===== config.mk =====
export PLATFORM = sky130hd
export DESIGN_NAME = sample_discriminator
export DESIGN_NICKNAME = d
export VERILOG_FILES = /design/src/verilog/sample_disc_pkg.sv /design/src/verilog/discriminator_config.sv /design/src/verilog/threshold_detector.sv /design/src/verilog/pulse_delay.sv /design/src/verilog/trigger_router.sv /design/src/verilog/capture_fsm.sv /design/src/verilog/sample_discriminator.sv
export VERILOG_INCLUDE_DIRS = /design/src /design/src/include
export SDC_FILE = /design/constraint.sdc
export NUM_CORES = 2
export LEC_CHECK = 0
export BUFFER_PORTS_ARGS = -buffer_cell sky130_fd_sc_hd__clkbuf_2
export CAP_MARGIN = 20
export CORE_UTILIZATION = 28
export CTS_BUF_LIST = sky130_fd_sc_hd__clkbuf_16
export DETAILED_ROUTE_END_ITERATION = 10
export HOLD_SLACK_MARGIN = 0.1
export PLACE_DENSITY = 0.53
export REMOVE_ABC_BUFFERS = 1
export SYNTH_ARGS = -nofsm -noshare
export SYNTH_HDL_FRONTEND = slang
export SYNTH_SLANG_ARGS = --single-unit

===== constraint.sdc =====
create_clock -name adc_clk -period 10 [get_ports adc_clk]
set_clock_uncertainty 0.05 [all_clocks]
set_input_delay 3 -clock adc_clk [delete_from_list [all_inputs] [get_ports adc_clk]]
set_output_delay 3 -clock adc_clk [all_outputs]
set_load 0.02 [all_outputs]

===== src/include/sample_disc_config.svh =====
`ifndef SAMPLE_DISC_CONFIG_SVH
`define SAMPLE_DISC_CONFIG_SVH

// adc channels and digital trigger inputs
`define DISC_CHANNELS 2
`define DISC_DIGITAL_CHANNELS 2

// one beat is PARALLEL_SAMPLES signed samples
`define DISC_SAMPLE_WIDTH 16
`define DISC_PARALLEL_SAMPLES 4

// delay capacity in adc_clk cycles
`define DISC_MAX_DELAY 16
`define DISC_DELAY_WIDTH $clog2(`DISC_MAX_DELAY)
// derived delays carry one extra bit for the sums
`define DISC_DERIVED_WIDTH (`DISC_DELAY_WIDTH + 1)

// trigger source numbers cover analog channels then digital inputs
`define DISC_SOURCE_WIDTH $clog2(`DISC_CHANNELS + `DISC_DIGITAL_CHANNELS)

`define DISC_TIME_WIDTH 32
`define DISC_INDEX_WIDTH 16

`endif


===== src/verilog/sample_disc_pkg.sv =====
`default_nettype none
`include "sample_disc_config.svh"

package sample_disc_pkg;

  typedef logic [`DISC_PARALLEL_SAMPLES-1:0][`DISC_SAMPLE_WIDTH-1:0] sample_beat_t;

  typedef struct packed {
    sample_beat_t [`DISC_CHANNELS-1:0] data;
    logic [`DISC_CHANNELS-1:0] valid;
  } adc_bus_t;

  // signed thresholds per channel
  typedef struct packed {
    logic [`DISC_CHANNELS-1:0][`DISC_SAMPLE_WIDTH-1:0] high;
    logic [`DISC_CHANNELS-1:0][`DISC_SAMPLE_WIDTH-1:0] low;
  } threshold_cfg_t;

  typedef struct packed {
    logic [`DISC_CHANNELS-1:0][`DISC_DELAY_WIDTH-1:0] start_delay;
    logic [`DISC_CHANNELS-1:0][`DISC_DELAY_WIDTH-1:0] stop_delay;
    // indexed by digital input
    logic [`DISC_DIGITAL_CHANNELS-1:0][`DISC_DELAY_WIDTH-1:0] digital_delay;
  } delay_cfg_t;

  typedef struct packed {
    logic [`DISC_CHANNELS-1:0][`DISC_SOURCE_WIDTH-1:0] source;
    logic [`DISC_CHANNELS-1:0] bypass;
  } trigger_cfg_t;

  typedef struct packed {
    logic [`DISC_CHANNELS-1:0][`DISC_DERIVED_WIDTH-1:0] pipe_delay;
    logic [`DISC_CHANNELS-1:0][`DISC_DERIVED_WIDTH-1:0] total_delay;
    logic [`DISC_DIGITAL_CHANNELS-1:0][`DISC_DERIVED_WIDTH-1:0] digital_delay;
  } derived_delay_t;

  typedef struct packed {
    logic [`DISC_TIME_WIDTH-1:0] clock_time;
    logic [`DISC_INDEX_WIDTH-1:0] sample_index;
  } timestamp_t;

  typedef struct packed {
    timestamp_t [`DISC_CHANNELS-1:0] data;
    logic [`DISC_CHANNELS-1:0] valid;
  } timestamp_bus_t;

  typedef enum logic [1:0] {DISABLED, PRECAPTURE, CAPTURE} chan_state_e;

  // sources past the analog channels are digital inputs
  function automatic logic is_digital_source(input logic [`DISC_SOURCE_WIDTH-1:0] source);
    return int'(source) >= `DISC_CHANNELS;
  endfunction

endpackage

`default_nettype wire


===== src/verilog/discriminator_config.sv =====
`timescale 1ns/1ps
`default_nettype none
`include "sample_disc_config.svh"

module discriminator_config (
  input logic adc_clk,
  input logic adc_reset,
  input logic threshold_load,
  input sample_disc_pkg::threshold_cfg_t threshold_cfg,
  input logic delay_load,
  input sample_disc_pkg::delay_cfg_t delay_cfg,
  input logic trigger_load,
  input sample_disc_pkg::trigger_cfg_t trigger_cfg,
  output sample_disc_pkg::threshold_cfg_t thresholds,
  output sample_disc_pkg::derived_delay_t delays,
  output logic [`DISC_CHANNELS-1:0][`DISC_SOURCE_WIDTH-1:0] source,
  output logic [`DISC_CHANNELS-1:0] source_is_digital,
  output logic [`DISC_CHANNELS-1:0] bypass
);
  import sample_disc_pkg::*;

  // detector plus router stages ahead of the beat delay line
  localparam logic [`DISC_DERIVED_WIDTH-1:0] PIPE_LATENCY = 2;
  localparam logic [`DISC_DERIVED_WIDTH-1:0] DIGITAL_LATENCY = 1;

  always_ff @(posedge adc_clk) begin
    if (adc_reset) begin
      thresholds <= '0;
    end else if (threshold_load) begin
      thresholds <= threshold_cfg;
    end
  end

  // derived delays are computed once at load time
  always_ff @(posedge adc_clk) begin
    if (adc_reset) begin
      for (int ch = 0; ch < `DISC_CHANNELS; ch++) begin
        delays.pipe_delay[ch] <= PIPE_LATENCY;
        delays.total_delay[ch] <= '0;
      end
      for (int d = 0; d < `DISC_DIGITAL_CHANNELS; d++) begin
        delays.digital_delay[d] <= DIGITAL_LATENCY;
      end
    end else if (delay_load) begin
      for (int ch = 0; ch < `DISC_CHANNELS; ch++) begin
        delays.pipe_delay[ch] <= {1'b0, delay_cfg.start_delay[ch]} + PIPE_LATENCY;
        delays.total_delay[ch] <= {1'b0, delay_cfg.start_delay[ch]}
                                  + {1'b0, delay_cfg.stop_delay[ch]};
      end
      for (int d = 0; d < `DISC_DIGITAL_CHANNELS; d++) begin
        delays.digital_delay[d] <= {1'b0, delay_cfg.digital_delay[d]} + DIGITAL_LATENCY;
      end
    end
  end

  always_ff @(posedge adc_clk) begin
    if (adc_reset) begin
      // each channel starts on its own analog trigger
      for (int ch = 0; ch < `DISC_CHANNELS; ch++) begin
        source[ch] <= ch[`DISC_SOURCE_WIDTH-1:0];
      end
      source_is_digital <= '0;
      bypass <= '0;
    end else if (trigger_load) begin
      for (int ch = 0; ch < `DISC_CHANNELS; ch++) begin
        source[ch] <= trigger_cfg.source[ch];
        source_is_digital[ch] <= is_digital_source(trigger_cfg.source[ch]);
      end
      bypass <= trigger_cfg.bypass;
    end
  end

  for (genvar ch = 0; ch < `DISC_CHANNELS; ch++) begin : g_source_check
    a_source_range: assert property (@(posedge adc_clk) disable iff (adc_reset)
      trigger_load |-> int'(trigger_cfg.source[ch]) < `DISC_CHANNELS + `DISC_DIGITAL_CHANNELS);
  end

endmodule

`default_nettype wire


===== src/verilog/threshold_detector.sv =====
`timescale 1ns/1ps
`default_nettype none
`include "sample_disc_config.svh"

module threshold_detector (
  input logic adc_clk,
  input logic adc_reset,
  input sample_disc_pkg::adc_bus_t adc_in,
  input sample_disc_pkg::threshold_cfg_t thresholds,
  output logic [`DISC_CHANNELS-1:0] any_above_high,
  output logic [`DISC_CHANNELS-1:0] all_below_low
);

  logic [`DISC_CHANNELS-1:0] above_high;
  logic [`DISC_CHANNELS-1:0] below_low;

  ////////////////////
  // sample compare
  ////////////////////

  // one sample over high is enough to start
  // every sample must sit at or under low to stop
  always_comb begin
    for (int ch = 0; ch < `DISC_CHANNELS; ch++) begin
      above_high[ch] = 1'b0;
      below_low[ch] = 1'b1;
      for (int s = 0; s < `DISC_PARALLEL_SAMPLES; s++) begin
        if ($signed(adc_in.data[ch][s]) > $signed(thresholds.high[ch])) begin
          above_high[ch] = 1'b1;
        end
        if ($signed(adc_in.data[ch][s]) > $signed(thresholds.low[ch])) begin
          below_low[ch] = 1'b0;
        end
      end
    end
  end

  ////////////////////
  // flag register
  ////////////////////

  // invalid beats never raise a flag
  always_ff @(posedge adc_clk) begin
    if (adc_reset) begin
      any_above_high <= '0;
      all_below_low <= '0;
    end else begin
      any_above_high <= above_high & adc_in.valid;
      all_below_low <= below_low & adc_in.valid;
    end
  end

endmodule

`default_nettype wire


===== src/verilog/pulse_delay.sv =====
`timescale 1ns/1ps
`default_nettype none
`include "sample_disc_config.svh"

module pulse_delay #(
  parameter int WIDTH = `DISC_DERIVED_WIDTH
) (
  input logic clk,
  input logic reset,
  input logic [WIDTH-1:0] delay,
  input logic in_pls,
  output logic out_pls
);

  logic [WIDTH-1:0] count;
  logic active;

  // fires on the last cycle of the countdown
  assign out_pls = active && (count == WIDTH'(1));

  always_ff @(posedge clk) begin
    if (reset) begin
      count <= '0;
      active <= 1'b0;
    end else if (in_pls) begin
      // a new pulse restarts the wait
      count <= delay;
      active <= |delay;
    end else if (out_pls) begin
      active <= 1'b0;
    end else if (active) begin
      count <= count - 1'b1;
    end
  end

  // back to back pulses only come from a reload with a delay of one
  a_single_pulse: assert property (@(posedge clk) disable iff (reset)
    out_pls && !(in_pls && (delay == WIDTH'(1))) |=> !out_pls);

endmodule

`default_nettype wire


===== src/verilog/trigger_router.sv =====
`timescale 1ns/1ps
`default_nettype none
`include "sample_disc_config.svh"

module trigger_router (
  input logic adc_clk,
  input logic adc_reset,
  input logic reset_state,
  input logic [`DISC_CHANNELS-1:0] any_above_high,
  input logic [`DISC_CHANNELS-1:0] all_below_low,
  input logic [`DISC_DIGITAL_CHANNELS-1:0] digital_trigger,
  input sample_disc_pkg::derived_delay_t delays,
  input logic [`DISC_CHANNELS-1:0][`DISC_SOURCE_WIDTH-1:0] source,
  output logic [`DISC_CHANNELS-1:0] fsm_start,
  output logic [`DISC_CHANNELS-1:0] fsm_start_d,
  output logic [`DISC_CHANNELS-1:0] fsm_stop,
  output logic [`DISC_CHANNELS-1:0] fsm_stop_d
);

  // digital delay reaches MAX_DELAY, total delay reaches 2*(MAX_DELAY-1)
  localparam int DIG_DEPTH = `DISC_MAX_DELAY;
  localparam int STOP_DEPTH = 2 * `DISC_MAX_DELAY - 2;

  logic [DIG_DEPTH-1:0][`DISC_DIGITAL_CHANNELS-1:0] dig_pipe;
  logic [DIG_DEPTH:0][`DISC_DIGITAL_CHANNELS-1:0] dig_taps;
  logic [`DISC_DIGITAL_CHANNELS-1:0] dig_delayed;
  logic [STOP_DEPTH-1:0][`DISC_CHANNELS-1:0] stop_pipe;
  logic [STOP_DEPTH:0][`DISC_CHANNELS-1:0] stop_taps;
  logic [`DISC_CHANNELS+`DISC_DIGITAL_CHANNELS-1:0] start_sources;
  logic [`DISC_CHANNELS+`DISC_DIGITAL_CHANNELS-1:0] stop_sources;

  ////////////////////
  // delay lines
  ////////////////////

  // tap k is the input k cycles ago, tap 0 is the live input
  assign dig_taps = {dig_pipe, digital_trigger};
  assign stop_taps = {stop_pipe, fsm_stop};

  always_ff @(posedge adc_clk) begin
    if (adc_reset || reset_state) begin
      dig_pipe <= '0;
      stop_pipe <= '0;
    end else begin
      dig_pipe <= dig_taps[DIG_DEPTH-1:0];
      stop_pipe <= stop_taps[STOP_DEPTH-1:0];
    end
  end

  always_comb begin
    for (int d = 0; d < `DISC_DIGITAL_CHANNELS; d++) begin
      dig_delayed[d] = dig_taps[delays.digital_delay[d]][d];
    end
  end

  ////////////////////
  // source select
  ////////////////////

  // analog sources first, then digital inputs
  // digital inputs never stop a capture
  assign start_sources = {dig_delayed, any_above_high};
  assign stop_sources = {{`DISC_DIGITAL_CHANNELS{1'b0}}, all_below_low};

  always_ff @(posedge adc_clk) begin
    if (adc_reset || reset_state) begin
      fsm_start <= '0;
      fsm_stop <= '0;
    end else begin
      for (int ch = 0; ch < `DISC_CHANNELS; ch++) begin
        fsm_start[ch] <= start_sources[source[ch]];
        fsm_stop[ch] <= stop_sources[source[ch]];
      end
    end
  end

  // stop is a plain shift so no stop event is dropped
  always_comb begin
    for (int ch = 0; ch < `DISC_CHANNELS; ch++) begin
      fsm_stop_d[ch] = stop_taps[delays.total_delay[ch]][ch];
    end
  end

  // start restarts its countdown on every new trigger
  for (genvar ch = 0; ch < `DISC_CHANNELS; ch++) begin : g_start_delay
    pulse_delay #(
      .WIDTH(`DISC_DERIVED_WIDTH)
    ) start_delay_i (
      .clk(adc_clk),
      .reset(adc_reset || reset_state),
      .delay(delays.total_delay[ch]),
      .in_pls(fsm_start[ch]),
      .out_pls(fsm_start_d[ch])
    );
  end

endmodule

`default_nettype wire


===== src/verilog/capture_fsm.sv =====
`timescale 1ns/1ps
`default_nettype none
`include "sample_disc_config.svh"

module capture_fsm (
  input logic adc_clk,
  input logic adc_reset,
  input logic reset_state,
  input sample_disc_pkg::adc_bus_t adc_in,
  input sample_disc_pkg::derived_delay_t delays,
  input logic [`DISC_CHANNELS-1:0] source_is_digital,
  input logic [`DISC_CHANNELS-1:0] bypass,
  input logic [`DISC_CHANNELS-1:0] fsm_start,
  input logic [`DISC_CHANNELS-1:0] fsm_start_d,
  input logic [`DISC_CHANNELS-1:0] fsm_stop,
  input logic [`DISC_CHANNELS-1:0] fsm_stop_d,
  output sample_disc_pkg::adc_bus_t adc_out,
  output sample_disc_pkg::timestamp_bus_t timestamps_out
);
  import sample_disc_pkg::*;

  // largest pipe delay is MAX_DELAY-1 plus two
  localparam int PIPE_DEPTH = `DISC_MAX_DELAY + 2;

  chan_state_e state [`DISC_CHANNELS];
  logic [`DISC_CHANNELS-1:0] has_delay;
  sample_beat_t [PIPE_DEPTH-1:0][`DISC_CHANNELS-1:0] beat_pipe;
  logic [PIPE_DEPTH-1:0][`DISC_CHANNELS-1:0] valid_pipe;
  logic [`DISC_TIME_WIDTH-1:0] time_count;
  logic [`DISC_CHANNELS-1:0][`DISC_INDEX_WIDTH-1:0] out_index;
  logic [`DISC_CHANNELS-1:0] armed;
  timestamp_t [`DISC_CHANNELS-1:0] ts_data;
  logic [`DISC_CHANNELS-1:0] ts_valid;

  always_comb begin
    for (int ch = 0; ch < `DISC_CHANNELS; ch++) begin
      has_delay[ch] = |delays.total_delay[ch];
    end
  end

  ////////////////////
  // channel state
  ////////////////////

  always_ff @(posedge adc_clk) begin
    for (int ch = 0; ch < `DISC_CHANNELS; ch++) begin
      if (adc_reset || reset_state) begin
        state[ch] <= DISABLED;
      end else begin
        unique case (state[ch])
          DISABLED: begin
            if (fsm_start[ch]) begin
              state[ch] <= has_delay[ch] ? PRECAPTURE : CAPTURE;
            end
          end
          PRECAPTURE: begin
            // digital windows close when the countdown runs out
            if (fsm_start_d[ch]) begin
              state[ch] <= source_is_digital[ch] ? DISABLED : CAPTURE;
            end
          end
          CAPTURE: begin
            if (fsm_start[ch]) begin
              state[ch] <= has_delay[ch] ? PRECAPTURE : CAPTURE;
            end else if (has_delay[ch] ? fsm_stop_d[ch] : fsm_stop[ch]) begin
              state[ch] <= DISABLED;
            end
          end
          default: state[ch] <= DISABLED;
        endcase
      end
    end
  end

  ////////////////////
  // beat delay line
  ////////////////////

  // beat_pipe[k] holds the beat that entered k+1 cycles ago
  always_ff @(posedge adc_clk) begin
    beat_pipe <= {beat_pipe[PIPE_DEPTH-2:0], adc_in.data};
  end

  always_ff @(posedge adc_clk) begin
    if (adc_reset) begin
      valid_pipe <= '0;
    end else begin
      valid_pipe <= {valid_pipe[PIPE_DEPTH-2:0], adc_in.valid};
    end
  end

  // gated by the state in the same cycle the beat leaves
  always_comb begin
    for (int ch = 0; ch < `DISC_CHANNELS; ch++) begin
      adc_out.data[ch] = beat_pipe[delays.pipe_delay[ch]][ch];
      adc_out.valid[ch] = valid_pipe[delays.pipe_delay[ch]][ch]
                          & ((state[ch] != DISABLED) | bypass[ch]);
    end
  end

  ////////////////////
  // timestamps
  ////////////////////

  always_ff @(posedge adc_clk) begin
    if (adc_reset) begin
      time_count <= '0;
    end else begin
      time_count <= time_count + 1'b1;
    end
  end

  always_ff @(posedge adc_clk) begin
    if (adc_reset || reset_state) begin
      out_index <= '0;
    end else begin
      for (int ch = 0; ch < `DISC_CHANNELS; ch++) begin
        if (adc_out.valid[ch]) begin
          out_index[ch] <= out_index[ch] + 1'b1;
        end
      end
    end
  end

  // armed on activation and fired by the next valid output beat
  always_ff @(posedge adc_clk) begin
    if (adc_reset || reset_state) begin
      armed <= '0;
      ts_valid <= '0;
    end else begin
      ts_valid <= armed & adc_out.valid;
      for (int ch = 0; ch < `DISC_CHANNELS; ch++) begin
        if (armed[ch] && adc_out.valid[ch]) begin
          armed[ch] <= 1'b0;
        end
        if ((state[ch] == DISABLED) && fsm_start[ch]) begin
          armed[ch] <= 1'b1;
        end
      end
    end
  end

  always_ff @(posedge adc_clk) begin
    for (int ch = 0; ch < `DISC_CHANNELS; ch++) begin
      if (armed[ch] && adc_out.valid[ch]) begin
        ts_data[ch] <= '{clock_time: time_count, sample_index: out_index[ch]};
      end
    end
  end

  assign timestamps_out = '{data: ts_data, valid: ts_valid};

  // a stamp follows its output beat and carries the index that beat used
  for (genvar ch = 0; ch < `DISC_CHANNELS; ch++) begin : g_ts_check
    a_ts_after_beat: assert property (@(posedge adc_clk) disable iff (adc_reset)
      timestamps_out.valid[ch] |-> $past(adc_out.valid[ch])
        && (out_index[ch] == timestamps_out.data[ch].sample_index + 1'b1));
  end

endmodule

`default_nettype wire


===== src/verilog/sample_discriminator.sv =====
`timescale 1ns/1ps
`default_nettype none
`include "sample_disc_config.svh"

module sample_discriminator (
  input logic adc_clk,
  input logic adc_reset,
  input logic reset_state,
  input sample_disc_pkg::adc_bus_t adc_in,
  input logic [`DISC_DIGITAL_CHANNELS-1:0] digital_trigger,
  input logic threshold_load,
  input sample_disc_pkg::threshold_cfg_t threshold_cfg,
  input logic delay_load,
  input sample_disc_pkg::delay_cfg_t delay_cfg,
  input logic trigger_load,
  input sample_disc_pkg::trigger_cfg_t trigger_cfg,
  output sample_disc_pkg::adc_bus_t adc_out,
  output sample_disc_pkg::timestamp_bus_t timestamps_out
);
  import sample_disc_pkg::*;

  threshold_cfg_t thresholds;
  derived_delay_t delays;
  logic [`DISC_CHANNELS-1:0][`DISC_SOURCE_WIDTH-1:0] source;
  logic [`DISC_CHANNELS-1:0] source_is_digital;
  logic [`DISC_CHANNELS-1:0] bypass;
  logic [`DISC_CHANNELS-1:0] any_above_high;
  logic [`DISC_CHANNELS-1:0] all_below_low;
  logic [`DISC_CHANNELS-1:0] fsm_start;
  logic [`DISC_CHANNELS-1:0] fsm_start_d;
  logic [`DISC_CHANNELS-1:0] fsm_stop;
  logic [`DISC_CHANNELS-1:0] fsm_stop_d;

  discriminator_config config_i (
    .adc_clk(adc_clk),
    .adc_reset(adc_reset),
    .threshold_load(threshold_load),
    .threshold_cfg(threshold_cfg),
    .delay_load(delay_load),
    .delay_cfg(delay_cfg),
    .trigger_load(trigger_load),
    .trigger_cfg(trigger_cfg),
    .thresholds(thresholds),
    .delays(delays),
    .source(source),
    .source_is_digital(source_is_digital),
    .bypass(bypass)
  );

  threshold_detector detector_i (
    .adc_clk(adc_clk),
    .adc_reset(adc_reset),
    .adc_in(adc_in),
    .thresholds(thresholds),
    .any_above_high(any_above_high),
    .all_below_low(all_below_low)
  );

  trigger_router router_i (
    .adc_clk(adc_clk),
    .adc_reset(adc_reset),
    .reset_state(reset_state),
    .any_above_high(any_above_high),
    .all_below_low(all_below_low),
    .digital_trigger(digital_trigger),
    .delays(delays),
    .source(source),
    .fsm_start(fsm_start),
    .fsm_start_d(fsm_start_d),
    .fsm_stop(fsm_stop),
    .fsm_stop_d(fsm_stop_d)
  );

  capture_fsm fsm_i (
    .adc_clk(adc_clk),
    .adc_reset(adc_reset),
    .reset_state(reset_state),
    .adc_in(adc_in),
    .delays(delays),
    .source_is_digital(source_is_digital),
    .bypass(bypass),
    .fsm_start(fsm_start),
    .fsm_start_d(fsm_start_d),
    .fsm_stop(fsm_stop),
    .fsm_stop_d(fsm_stop_d),
    .adc_out(adc_out),
    .timestamps_out(timestamps_out)
  );

endmodule

`default_nettype wire


## Word-level counts from Yosys, hierarchy flattened

Memories as Yosys holds them, arrays and structs flattened.
Index checks and enable logic that the tools add are counted.

- Input bits: 232
- Memories: 1
- Register bits: 2718
- Logic and storage cells: 436
- Output and inout port bits: 228
- RAM bits: 4

Memories:

| name | words | width | rd ports | clocked after memory_dff | wr ports | line | text |
|---|---|---|---|---|---|---|---|
| fsm_i.state | 2 | 2 | 2 | 0 | 2 | capture_fsm.sv:25 | `` chan_state_e state [`DISC_CHANNELS]; `` |

- Bitwise gates (word level): 17
- Reductions and logical operators: 23
- Add/subtract/negate cells: 11
- $lt $le $gt $ge: 26
- Multiplexer cells: 110
- Eq/ne operators: 8

Operator list:

| operator | count |
|---|---|
| $bmux 128 s5 | 2 |
| $gt 16x16->1 | 16 |
| $mux 128 | 1 |
| $mux 1 | 73 |
| $mux 64 | 1 |
| $bmux 2 s5 | 6 |
| $lt 5x6->1 const B | 6 |
| $mux 2 | 17 |
| $add 16x1->16 const B | 2 |
| $add 32x1->32 const B | 1 |
| $mux 5 | 6 |
| $reduce_bool 2->1 | 8 |
| $or 1x1->1 | 12 |
| $add 4x1->5 const B | 2 |
| $add 4x2->5 const B | 2 |
| $add 4x4->5 | 2 |
| $eq 5x1->1 const B | 2 |
| $reduce_or 5->1 | 2 |
| $sub 5x1->5 const B | 2 |
| $bmux 1 s2 | 4 |
| $and 2x2->2 | 3 |
| $logic_and 1x1->1 | 6 |
| $lt 2x3->1 const B | 2 |
| $reduce_or 3->1 | 2 |
| 8 further kinds | 15 |

## Depth between registers and ports, before layout

- Depth in word-level cells: 10
- Mapped depth: 10
- Gate-level depth less buffers: 9

## Cells and area by module

A second synthesis with hierarchy kept.

- Cell total of the unflattened synthesis: 5576
- Area, all modules: 85577.1 µm²

By module, submodules not included:

| module | area an instance (µm²) | cells each | seq. area each (µm²) | instances |
|---|---|---|---|---|
| capture_fsm | 71334.7 | 4092 | 51209.1 | 1 |
| threshold_detector | 5993.2 | 728 | 80.1 | 1 |
| discriminator_config | 3953.8 | 384 | 2042.0 | 1 |
| trigger_router | 3459.6 | 278 | 1921.8 | 1 |
| pulse_delay | 417.9 | 47 | 120.1 | 2 |

## Worst setup path before layout

OpenSTA, ideal clock, no wires.

- Kind: flip-flop to output port
- Start: register, netlist name config_i.delays[20]
- End: output port adc_out[11] in the netlist's numbering
- Data required time: 6.950 ns
- Path buffers: 2
- Stages on the path, launching flop included: 6
- Setup slack: 4.686 ns
- Arrival: 2.264 ns
- Cell sequence: dfxtp_1 buf_4 buf_1 mux4_2 mux4_2 o2bb2ai_1

RTL lines:

| what | line | text |
|---|---|---|
| to (decl) | sample_discriminator.sv:17 | `output sample_disc_pkg::adc_bus_t adc_out,` |

==> flow_summary.ini <==
[routing]
drc = 0
via_count = 45630
drtAntennaViolNets = 0
wl_per_cell_um = 19.01
drt_first_pass_iters = 7
drtIter0Drc = 2714
finalWirelength_mm = 194.8
avgViaCountPerCell = 4.454

[timing]
rsz0062_at_grt = no
worst_slack_ns = 2.663
worstMarginPinSlew_ns = 1.046
setup_violations = 0
maxSlewHeadroom_pct = 30.28
timing.final.hold_violations = 0
drv_slew = 0
fmax_ghz = 0.1363
post-route-min-period_ns = 7.337
finalCritPeriodShare_pct = 73.37

[cts]
cts.path.max_buffers = 4
cts_hold_buf = 0
h-tree-depth = 5
numCtsBuffers = 288
cts_tree = done
cts_setup_buffers = 0
clkSinkCount = 2722
cts.clk_slew.worst_paths_ns = 0.06
clock_latency_ns = 0.87
cts_root_buffer = clkbuf_16
cts_resized = 0

[logic_synthesis]
netlist.area_leader.share_pct = 61.68
ys_seq_area_share_pct = 65.21
yosys_warnings = 0
synth.area.top_cells = dfxtp_1 (62%), mux4_2 (18%), ha_1 (4.0%), edfxtp_1 (3.5%), mux2i_1 (2.7%)
synthArstFlopShare_pct = 0
ys_seq_elements = 2722
yosysUniqueCellTypes = 67
synth_top_cell_by_area = dfxtp_1
syn_avg_cell_area_um2 = 15.46
netlist_area_um2 = 85100
synthCells = 5506
synth-edff-count = 100
synth_ff_type = dfxtp_1

[setup_path]
crit_start = config_i.delays[24]$_SDFFE_PP0P_
critical_path.top_delay_family = buffers and inverters
cp.buffers_inverters = 3
endpoint_kind = primary output
crit_cells = 6
cp.arrival_ns = 4.29
worst_path_max_delay_cell = or4_4
cp_cell_sequence = clkinv_2, or4_4, o32ai_1, o32a_1, buf_4, clkbuf_2
reg2reg_from = config_i.delays[24]$_SDFFE_PP0P_
crit_required_ns = 6.95
path_class = reg2out
start_kind = flop
crit_fanout = 32
cpPeakStageDelay_ns = 1.10
rr_worst_depth = 7

[global_routing]
antenna_found_initial = 38
overflow = 0
grt_max_degree = 153
grt_first_pass_wirelength_mm = 297.3
grt_pass1_vias = 47840
track_usage_pct = 12.54

[power_and_ir_drop]
clkPwrFrac_pct = 43.5
p_sw_mw = 5.572
ir_drop_mv = 0.1345
p_seq_share_pct = 49.5
p_per_area_nw_per_um2 = 234.7
swShare_pct = 23.49
pwr-share-comb_pct = 7.1
leakagePower_nw = 39.71
p_int_mw = 18.15
power_mw = 23.72

[place]
hpwlAfterDp_mm = 128.3
place_ws_ns = 3.400
placed_area_um2 = 91750
gp_congestion = 0.8122
portBuffers = 459

[floorplanning]
dieArea_um2 = 306200
rows = 202
io-pin-count = 460
dieHeight_um = 553.3
core_area_um2 = 302500
die_w_um = 553.3
start_util_pct = 28.13

[flow_run]
timing.max_cap.violations = 0

[hold_path]
min_path_cells = 0
hold_path.class = reg2reg
hold_start = fsm_i.beat_pipe[1464]$_DFF_P_

[finish]
area_delta_synth_final_pct = 18.75
nNetsFinal = 6548
fin_area_um2 = 101100
layout-drive-gt1-share_pct = 25.48

[outcome]
outcome = complete, no violations
==> power by group through the flow <==
stage / registers, mW / clock network, mW / logic, mW
after floorplan: 11.9 / 0 / 1.31
after global placement: 12.0 / 0 / 1.70
after detailed placement: 12.0 / 0 / 1.71
after CTS: 11.7 / 10.6 / 1.71
after global routing: 11.8 / 11.1 / 1.82
final: 11.7 / 10.3 / 1.68
==> cell type report <==
class / instances / area (µm²)
clock inverter: 221 / 2007
clock buffer: 290 / 7257
multi-input combinational: 2355 / 27920
sequential: 2722 / 55530
antenna: 7 / 17.52
fill: 29120 / 201500
tap: 3978 / 4977
inverter: 175 / 658.1
timing repair buffer: 497 / 2701
==> flip-flops by register name, summed over array words and instances (netlist names), 30 cells and up <==
name	cells
config_i.thresholds	64
router_i.dig_pipe	32
config_i.delays	30
fsm_i.valid_pipe	36
fsm_i.time_count	32
fsm_i.beat_pipe	2304
fsm_i.out_index	32
fsm_i.timestamps_out	96
router_i.stop_pipe	60
==> logic make-up (layout without fill, tap and decap cells) <==
kind of cell,Yosys count,after routing,share of synthesized area (%)
AO/OA/AOI/OAI,431,431,3.354
buffers and inverters,429,1183,2.020
other,0,7,0
flip-flops,2722,2722,65.21
XOR/XNOR,63,63,0.6484
multiplexers,907,907,20.56
adder cells (fa/ha/maj),277,277,4.090
AND/OR/NAND/NOR,677,677,4.125
==> layer usage <==
layer	up-vias	global-route usage [%]	routed length, µm	share of wire (%)
met5	-	0	73	0.037
met4	12	3.790	5265	2.7
met3	344	3.093	13150	6.8
met2	1134	19.46	86880	45
met1	22890	17.15	89390	46
li1	21250	-	-	-
==> stage by stage <==
step	util, %	std cells	hold slack (ns)	TNS, ns
after global routing	33.40	10240	0.2341	0
after CTS	33.39	10240	0.2378	0
after floorplan	-	5252	0.2759	-1779.81
after global placement	30.33	9725	0.2788	0
final	33.40	10250	0.2369	0
after detailed placement	30.33	9725	0.2809	0
==> path summary, 6_finish.rpt <==
kind	endpoint	slack, ns
worst min register to register	fsm_i.beat_pipe[1592]$_DFF_P_	0.24
worst max-delay path	adc_out[0]	2.66
worst max register to register	fsm_i.timestamps_out[28]$_DFFE_PP_	5.60
worst min-delay path	fsm_i.beat_pipe[1592]$_DFF_P_	0.24
==> synth_stat cells, drive strengths merged, types with 32 or more instances <==
library cell / count
clkbuf: 152
xor2: 32
a21oi: 115
o22ai: 71
nor2: 200
nand3: 48
and2: 97
edfxtp: 100
mux4: 672
inv: 175
o21ai: 63
mux2i: 229
a21o: 37
dfxtp: 2622
ha: 275
o2bb2ai: 64
nand4: 47
buf: 102
nand2: 86
nor2b: 55
==> cell usage in the layout (no fill, tap or decap), types with 62 or more instances in the layout <==
cell type  count
o2bb2ai_1     64
and2_1        95
dfxtp_1     2613
ha_1         275
nand2_1       86
o22ai_1       71
clkinv_1      68
mux2i_1      229
a21oi_1      115
inv_1        230
nor2_1       198
o21ai_0       62
clkbuf_16    290
mux4_2       672
edfxtp_1     100
clkbuf_2     457
Note: power is estimated with default switching activity, not from simulation.
